## src/rtl/cache_macros.svh

```systemverilog
`ifndef CACHE_MACROS_SVH
`define CACHE_MACROS_SVH

// number of lines, a power of two.
`define CACHE_LINES 16

`define CACHE_INDEX_W $clog2(`CACHE_LINES)

// cpu side widths.
`define CPU_ADDR_W 32
`define CPU_DATA_W 32

// byte address split below the index.
`define CACHE_BYTE_W 2
`define CACHE_WORD_W 2
`define CACHE_OFFSET_W (`CACHE_WORD_W + `CACHE_BYTE_W)

`define CACHE_TAG_W (`CPU_ADDR_W - `CACHE_OFFSET_W - `CACHE_INDEX_W)

// one line holds four cpu words.
`define LINE_W 128
`define CACHE_LINE_ADDR_W (`CPU_ADDR_W - `CACHE_OFFSET_W)

`endif
```

## src/rtl/cache_pkg.sv

```systemverilog
`include "cache_macros.svh"

package cache_pkg;

	// overlays a cpu byte address.
	typedef struct packed {
		logic [`CACHE_TAG_W-1:0] tag;
		logic [`CACHE_INDEX_W-1:0] index;
		logic [`CACHE_WORD_W-1:0] word;
		logic [`CACHE_BYTE_W-1:0] byte_sel;
	} addr_t;

	typedef struct packed {
		logic rw;
		addr_t addr;
		logic [`CPU_DATA_W-1:0] wdata;
	} cpu_req_t;

	// line_addr is the byte address without the offset bits.
	typedef struct packed {
		logic rw;
		logic [`CACHE_LINE_ADDR_W-1:0] line_addr;
		logic [`LINE_W-1:0] wdata;
	} mem_req_t;

	typedef enum logic [2:0] {
		s_idle,
		s_lookup,
		s_write_back,
		s_refill,
		s_process,
		s_wait_end
	} ctrl_state_t;

endpackage

```

## src/rtl/cache_top.sv

```systemverilog
`timescale 1ns/1ps

`include "cache_macros.svh"

module cache_top
	import cache_pkg::*;
(
	input  logic i_clock,
	input  logic i_rst,
	input  logic i_request,
	input  logic i_rw,
	input  logic [`CPU_ADDR_W-1:0] i_address,
	input  logic [`CPU_DATA_W-1:0] i_wdata,
	output logic [`CPU_DATA_W-1:0] o_rdata,
	output logic o_ready,
	output logic o_sdram_request,
	output logic o_sdram_rw,
	output logic [`CPU_ADDR_W-1:0] o_sdram_address,
	output logic [`LINE_W-1:0] o_sdram_wdata,
	input  logic [`LINE_W-1:0] i_sdram_rdata,
	input  logic i_sdram_ready
);

	cpu_req_t cpu_req;
	mem_req_t mem_req;
	mem_req_t sdram_req;
	logic hit;
	logic victim_valid;
	logic victim_dirty;
	logic [`CACHE_TAG_W-1:0] victim_tag;
	logic [`LINE_W-1:0] victim_line;
	logic [`LINE_W-1:0] refill_line;
	logic mem_start;
	logic mem_done;
	logic fill;
	logic mark_dirty;
	logic line_write;
	logic word_write;

	assign cpu_req.rw = i_rw;
	assign cpu_req.addr = addr_t'(i_address);
	assign cpu_req.wdata = i_wdata;

	assign o_sdram_rw = sdram_req.rw;
	assign o_sdram_address = {sdram_req.line_addr, {`CACHE_OFFSET_W{1'b0}}};
	assign o_sdram_wdata = sdram_req.wdata;

	cache_ctrl ctrl_i (
		.i_clock(i_clock),
		.i_rst(i_rst),
		.i_request(i_request),
		.i_req(cpu_req),
		.i_hit(hit),
		.i_victim_valid(victim_valid),
		.i_victim_dirty(victim_dirty),
		.i_victim_tag(victim_tag),
		.i_victim_line(victim_line),
		.i_mem_done(mem_done),
		.o_mem_start(mem_start),
		.o_mem_req(mem_req),
		.o_fill(fill),
		.o_mark_dirty(mark_dirty),
		.o_line_write(line_write),
		.o_word_write(word_write),
		.o_ready(o_ready)
	);

	tag_store tags_i (
		.i_clock(i_clock),
		.i_rst(i_rst),
		.i_addr(cpu_req.addr),
		.i_fill(fill),
		.i_mark_dirty(mark_dirty),
		.o_hit(hit),
		.o_victim_valid(victim_valid),
		.o_victim_dirty(victim_dirty),
		.o_victim_tag(victim_tag)
	);

	line_store lines_i (
		.i_clock(i_clock),
		.i_addr(cpu_req.addr),
		.i_wdata(cpu_req.wdata),
		.i_line_write(line_write),
		.i_refill_line(refill_line),
		.i_word_write(word_write),
		.o_line(victim_line),
		.o_rdata(o_rdata)
	);

	sdram_port sdram_i (
		.i_clock(i_clock),
		.i_rst(i_rst),
		.i_start(mem_start),
		.i_req(mem_req),
		.i_sdram_ready(i_sdram_ready),
		.i_sdram_rdata(i_sdram_rdata),
		.o_sdram_request(o_sdram_request),
		.o_sdram_req(sdram_req),
		.o_done(mem_done),
		.o_rline(refill_line)
	);

endmodule

```

## src/rtl/sdram_port.sv

```systemverilog
`timescale 1ns/1ps

`include "cache_macros.svh"

module sdram_port
	import cache_pkg::*;
(
	input  logic i_clock,
	input  logic i_rst,
	input  logic i_start,
	input  mem_req_t i_req,
	input  logic i_sdram_ready,
	input  logic [`LINE_W-1:0] i_sdram_rdata,
	output logic o_sdram_request,
	output mem_req_t o_sdram_req,
	output logic o_done,
	output logic [`LINE_W-1:0] o_rline
);

	logic accept;

	assign accept = o_sdram_request && i_sdram_ready;

	always_ff @(posedge i_clock) begin
		if (i_rst) begin
			o_sdram_request <= 1'b0;
			o_done <= 1'b0;
		end
		else begin
			o_done <= accept;
			if (i_start)
				o_sdram_request <= 1'b1;
			else if (accept)
				o_sdram_request <= 1'b0;
		end
	end

	// request fields stay put for the whole transfer.
	always_ff @(posedge i_clock) begin
		if (i_start)
			o_sdram_req <= i_req;
	end

	// returned line is only valid in the ready cycle.
	always_ff @(posedge i_clock) begin
		if (accept)
			o_rline <= i_sdram_rdata;
	end

endmodule

```

## src/rtl/line_store.sv

```systemverilog
`timescale 1ns/1ps

`include "cache_macros.svh"

module line_store
	import cache_pkg::*;
(
	input  logic i_clock,
	input  addr_t i_addr,
	input  logic [`CPU_DATA_W-1:0] i_wdata,
	input  logic i_line_write,
	input  logic [`LINE_W-1:0] i_refill_line,
	input  logic i_word_write,
	output logic [`LINE_W-1:0] o_line,
	output logic [`CPU_DATA_W-1:0] o_rdata
);

	logic [`LINE_W-1:0] lines [`CACHE_LINES];
	logic [`CPU_DATA_W-1:0] sel_word;

	assign o_line = lines[i_addr.index];
	assign sel_word = o_line[i_addr.word * `CPU_DATA_W +: `CPU_DATA_W];

	always_ff @(posedge i_clock) begin
		if (i_line_write)
			lines[i_addr.index] <= i_refill_line;
		else if (i_word_write)
			lines[i_addr.index][i_addr.word * `CPU_DATA_W +: `CPU_DATA_W] <= i_wdata;
	end

	// read word follows the held address, frozen while the line changes.
	always_ff @(posedge i_clock) begin
		if (!i_line_write && !i_word_write)
			o_rdata <= sel_word;
	end

endmodule

```

## src/rtl/tag_store.sv

```systemverilog
`timescale 1ns/1ps

`include "cache_macros.svh"

module tag_store
	import cache_pkg::*;
(
	input  logic i_clock,
	input  logic i_rst,
	input  addr_t i_addr,
	input  logic i_fill,
	input  logic i_mark_dirty,
	output logic o_hit,
	output logic o_victim_valid,
	output logic o_victim_dirty,
	output logic [`CACHE_TAG_W-1:0] o_victim_tag
);

	logic [`CACHE_TAG_W-1:0] tags [`CACHE_LINES];
	logic [`CACHE_LINES-1:0] valid;
	logic [`CACHE_LINES-1:0] dirty;

	// lookup for the index of the current request.
	assign o_victim_tag = tags[i_addr.index];
	assign o_victim_valid = valid[i_addr.index];
	assign o_victim_dirty = dirty[i_addr.index];
	assign o_hit = o_victim_valid && (o_victim_tag == i_addr.tag);

	always_ff @(posedge i_clock) begin
		if (i_fill)
			tags[i_addr.index] <= i_addr.tag;
	end

	always_ff @(posedge i_clock) begin
		if (i_rst) begin
			valid <= '0;
			dirty <= '0;
		end
		else begin
			if (i_fill) begin
				valid[i_addr.index] <= 1'b1;
				dirty[i_addr.index] <= 1'b0;
			end
			else if (i_mark_dirty) begin
				dirty[i_addr.index] <= 1'b1;
			end
		end
	end

endmodule

```

## src/rtl/cache_ctrl.sv

```systemverilog
`timescale 1ns/1ps

`include "cache_macros.svh"

module cache_ctrl
	import cache_pkg::*;
(
	input  logic i_clock,
	input  logic i_rst,
	input  logic i_request,
	input  cpu_req_t i_req,
	input  logic i_hit,
	input  logic i_victim_valid,
	input  logic i_victim_dirty,
	input  logic [`CACHE_TAG_W-1:0] i_victim_tag,
	input  logic [`LINE_W-1:0] i_victim_line,
	input  logic i_mem_done,
	output logic o_mem_start,
	output mem_req_t o_mem_req,
	output logic o_fill,
	output logic o_mark_dirty,
	output logic o_line_write,
	output logic o_word_write,
	output logic o_ready
);

	ctrl_state_t state;
	logic mem_busy;
	logic in_mem_state;
	logic refill_done;
	logic write_cycle;

	assign in_mem_state = (state == s_write_back) || (state == s_refill);

	// one start per sdram transfer.
	assign o_mem_start = in_mem_state && !mem_busy;

	assign refill_done = (state == s_refill) && i_mem_done;
	assign o_fill = refill_done;
	assign o_line_write = refill_done;

	assign write_cycle = (state == s_process) && i_req.rw;
	assign o_word_write = write_cycle;
	assign o_mark_dirty = write_cycle;

	always_comb begin
		o_mem_req = '0;
		if (state == s_write_back) begin
			// victim line goes back to where it came from.
			o_mem_req.rw = 1'b1;
			o_mem_req.line_addr = {i_victim_tag, i_req.addr.index};
			o_mem_req.wdata = i_victim_line;
		end
		else begin
			o_mem_req.rw = 1'b0;
			o_mem_req.line_addr = {i_req.addr.tag, i_req.addr.index};
		end
	end

	always_ff @(posedge i_clock) begin
		if (i_rst) begin
			state <= s_idle;
			mem_busy <= 1'b0;
			o_ready <= 1'b0;
		end
		else begin
			if (o_mem_start)
				mem_busy <= 1'b1;
			else if (i_mem_done)
				mem_busy <= 1'b0;

			case (state)
				s_idle: begin
					if (i_request)
						state <= s_lookup;
				end

				s_lookup: begin
					if (i_hit)
						state <= s_process;
					else if (i_victim_valid && i_victim_dirty)
						state <= s_write_back;
					else
						state <= s_refill;
				end

				s_write_back: begin
					if (i_mem_done)
						state <= s_refill;
				end

				s_refill: begin
					if (i_mem_done)
						state <= s_process;
				end

				s_process: begin
					o_ready <= 1'b1;
					state <= s_wait_end;
				end

				s_wait_end: begin
					// hold ready until the cpu lets go.
					if (!i_request) begin
						o_ready <= 1'b0;
						state <= s_idle;
					end
				end

				default:
					state <= s_idle;
			endcase
		end
	end

endmodule

```

## config.mk

```make
export PLATFORM = sky130hd
export DESIGN_NAME = cache_top
export DESIGN_NICKNAME = d
export VERILOG_FILES = /design/src/rtl/cache_pkg.sv /design/src/rtl/cache_top.sv /design/src/rtl/sdram_port.sv /design/src/rtl/line_store.sv /design/src/rtl/tag_store.sv /design/src/rtl/cache_ctrl.sv
export VERILOG_INCLUDE_DIRS = /design/src /design/src/rtl
export SDC_FILE = /design/constraint.sdc
export NUM_CORES = 2
export LEC_CHECK = 0
export ABC_AREA = 1
export BUFFER_PORTS_ARGS = -buffer_cell sky130_fd_sc_hd__buf_2
export CAP_MARGIN = 20
export CORE_ASPECT_RATIO = 1.75
export CORE_MARGIN = 5
export CORE_UTILIZATION = 60
export DETAILED_ROUTE_END_ITERATION = 16
export PLACE_DENSITY_LB_ADDON = 0.15
export SYNTH_ARGS = -nofsm -noshare
export SYNTH_HDL_FRONTEND = slang
export SYNTH_HIERARCHICAL = 1
export SYNTH_SLANG_ARGS = --single-unit
```

## constraint.sdc

```tcl
create_clock -name i_clock -period 34.9 [get_ports i_clock]
set_input_delay 10.47 -clock i_clock [delete_from_list [all_inputs] [get_ports i_clock]]
set_output_delay 10.47 -clock i_clock [all_outputs]
set_load 0.01 [all_outputs]
```

==> impl_metrics.yaml <==
synthesis:
  synth_ff_type: "edfxtp_1"
  syn_inst: 11160
  synth-seq-cells: 2788
  synth_top_area_share_pct: 70.86
  synth.distinct_cells: 33
  avgSynthCellArea_um2: 10.44
  synth-seq-area-share_pct: 71.53
  ys_top_cells_by_area: "edfxtp_1 71%, nand2_1 21%, nor2_1 1.3%"
  synthTopCellsByCount: "6429 x nand2_1, 2749 x edfxtp_1, 417 x nor2_1"
  yosysTopAreaCell: "edfxtp_1"
  synth.most_common_cell: "nand2_1"
  synth_edf_count: 2749
  netlist_area_um2: 116500
  async_flop_share_pct: 0
  yosysWarnings: 6
timing:
  rsz0062_at_grt: "false"
  min_period_ns: 15.67
  fin_setup_tns_ns: 0
  tightest_slew_ns: 1.237
  slew_viol_final: 0
  fin_ws_ns: 19.23
  hold_slack_ns: 0.4553
  relSlewSlack_pct: 17.20
  setup_viol: 0
  hold_viol: 0
  fin_crit_sh_pct: 44.90
  fmax_mhz: 63.81
  skew_ns: 0.08115
die:
  die_w_um: 343.1
  core_area_um2: 193600
  die-area_um2: 203400
  ios: 392
  start_util_pct: 60.17
  row_count: 214
  fp.dieH_um: 592.9
route:
  vias: 82780
  drt_wl_total_um: 361600
  first_pass_iters: 6
  drc_errors: 0
  wire_per_inst_um: 25.31
  detail-route-antenna-nets: 0
  vias_per_cell: 5.795
  drt-initial-drc-count: 10820
cts:
  cts.sinks: 2788
  clock_latency_ns: 0.92
  cts_hold_buf: 0
  cts_setup_buffers: 0
  htreeDepth: 4
  cts-root-buf: "clkbuf_16"
  cts_tree: "built"
  cts_resized: 0
  cts_max_path_buffers: 4
  cts_buffers: 240
  clk_pin_slew_ns: 0.07
place:
  place_ws_ns: 18.65
  gp_congestion: 1.060
  dp_hpwl_um: 219000
  portBuffers: 385
  place_area_um2: 121700
pwr:
  pwr-share-seq_pct: 54.1
  p_leak_nw: 53.52
  intPower_mw: 5.299
  p_sw_share_pct: 23.59
  pwr-share-clk_pct: 37.8
  p_sw_mw: 1.636
  ir_drop_mv: 0.05085
  power_frac_comb_pct: 8.1
  power_density_nw_per_um2: 53.58
grt:
  grt_most_used_layer: "met2"
  grt_pass1_vias: 77570
  grt_max_degree: 214
  grt.met2_usage_pct: 55.36
  antenna_found_initial: 29
  met1_usage_pct: 43.49
  use_met3_pct: 7.397
  grt_first_pass_wirelength_um: 513000
  grt-ovfl-total: 0
  grt_use_total_pct: 34.97
worst_setup_path:
  cp.arrival_ns: 16.30
  crit_type: "in -> reg"
  cp-end-kind: "flip-flop"
  worstSetupStartpointType: "input pin"
  reg2reg_depth: 12
  path_max_fanout: 193
  worstPathRequired_ns: 35.53
finish:
  nets: 11690
  fin_util_pct: 66.87
  area_delta_synth_final_pct: 11.12
  fin_area_um2: 129400
  drive_gt1_share_pct: 9.731
  num-fill-cells: 14070
worst_hold_path:
  hold_class: "reg -> reg"
  hold_path_depth: 2
outcome:
  status: "complete, no violations"
flow_run:
  max_cap_viol_count: 0
[kinds of logic after synthesis]
group	count (synthesis)	share of synthesized area, %
simple gates	7125	23.29
compound gates	283	1.366
buf+inv	955	3.753
flops	2788	71.53
other cells	1	0.003219
fa+ha+maj	5	0.05370
[metrics by stage]
| step | cells | power [mW] |
|---|---|---|
| floorplan | 11160 | 4.120 |
| global placement | 13820 | 4.354 |
| detailed placement | 13830 | 4.362 |
| CTS | 14260 | 6.940 |
| global route | 14270 | 7.126 |
| finish | 14290 | 6.936 |
[flip-flops by register name, summed over array words and instances (netlist names), named ones only]
register	count
lines_i/lines	2048
tags_i/tags	384
sdram_i/o_sdram_req	157
sdram_i/o_rline	128
lines_i/o_rdata	32
tags_i/valid	16
ctrl_i/state	3
ctrl_i/mem_busy	1
ctrl_i/o_ready	1
sdram_i/o_done	1
sdram_i/o_sdram_request	1
[worst max-delay path: stages]
cell	delay (ns)
buf_8	0.16
inv_8	0.58
buf_4	0.86
buf_4	0.85
buf_12	0.64
buf_4	0.85
nand2_1	0.12
nand2_1	0.10
nand2_1	0.05
nand2_1	0.10
nand2_1	0.05
nand2_1	0.11
nor2_1	0.17
inv_1	0.10
inv_1	0.04
nor2_1	0.51
[power groups by stage]
stage / sequential, mW / clock (mW) / combinational, mW
global placement: 3.82 / 0 / 0.531
CTS: 3.75 / 2.65 / 0.544
floorplan: 3.84 / 0 / 0.283
detailed placement: 3.82 / 0 / 0.542
global route: 3.75 / 2.78 / 0.596
finish: 3.75 / 2.62 / 0.560
[placed cells by master (no fill, tap or decap), drive strengths merged]
cell / n
buf: 649
edfxtp: 2749
clkbuf: 287
dfxtp: 39
o21ba: 9
nand3: 249
o211ai: 1
nor3: 15
nor2: 421
inv: 391
a22oi: 1
conb: 4
nor4: 1
o22ai: 7
clkinvlp: 11
o21ai: 204
nand2: 6429
diode: 19
ha: 5
a211oi: 15
clkinv: 107
bufinv: 24
o21bai: 10
o31ai: 20
a21oi: 16
nand4: 10
[area by class of cell]
class / instances / area [µm²] / area share [%]
Clock inverter: 145 / 1351 / 1.044
Antenna cell: 19 / 47.55 / 0.03673
Tap cell: 2592 / 3243 / 2.505
Clock buffer: 287 / 6246 / 4.825
Timing Repair Buffer: 649 / 4130 / 3.191
Sequential cell: 2788 / 83330 / 64.38
Multi-Input combinational cell: 7417 / 29610 / 22.87
Inverter: 388 / 1489 / 1.150
[final timing paths]
| path | slack (ns) | endpoint | start |
|---|---|---|---|
| worst max-delay path | 19.23 | sdram_i/o_sdram_req[112]$_DFFE_PP_ | i_address[4] |
| worst min-delay path | 0.46 | tags_i/valid[13]$_SDFFE_PP0P_ | tags_i/valid[13]$_SDFFE_PP0P_ |
| worst max register to register | 30.33 | lines_i/lines[8][68]$_DFFE_PP_ | ctrl_i/state[1]$_SDFFE_PP0P_ |
| worst min register to register | 0.46 | tags_i/valid[13]$_SDFFE_PP0P_ | tags_i/valid[13]$_SDFFE_PP0P_ |
[layer usage]
metal	share of wire, %	vias up	routed length, µm
li1	-	36880	-
met2	46	5417	167800
met3	12	1245	42800
met5	0.016	-	59
met4	8.2	8	29470
met1	34	39230	121400
(Power assumes the default switching activity.)
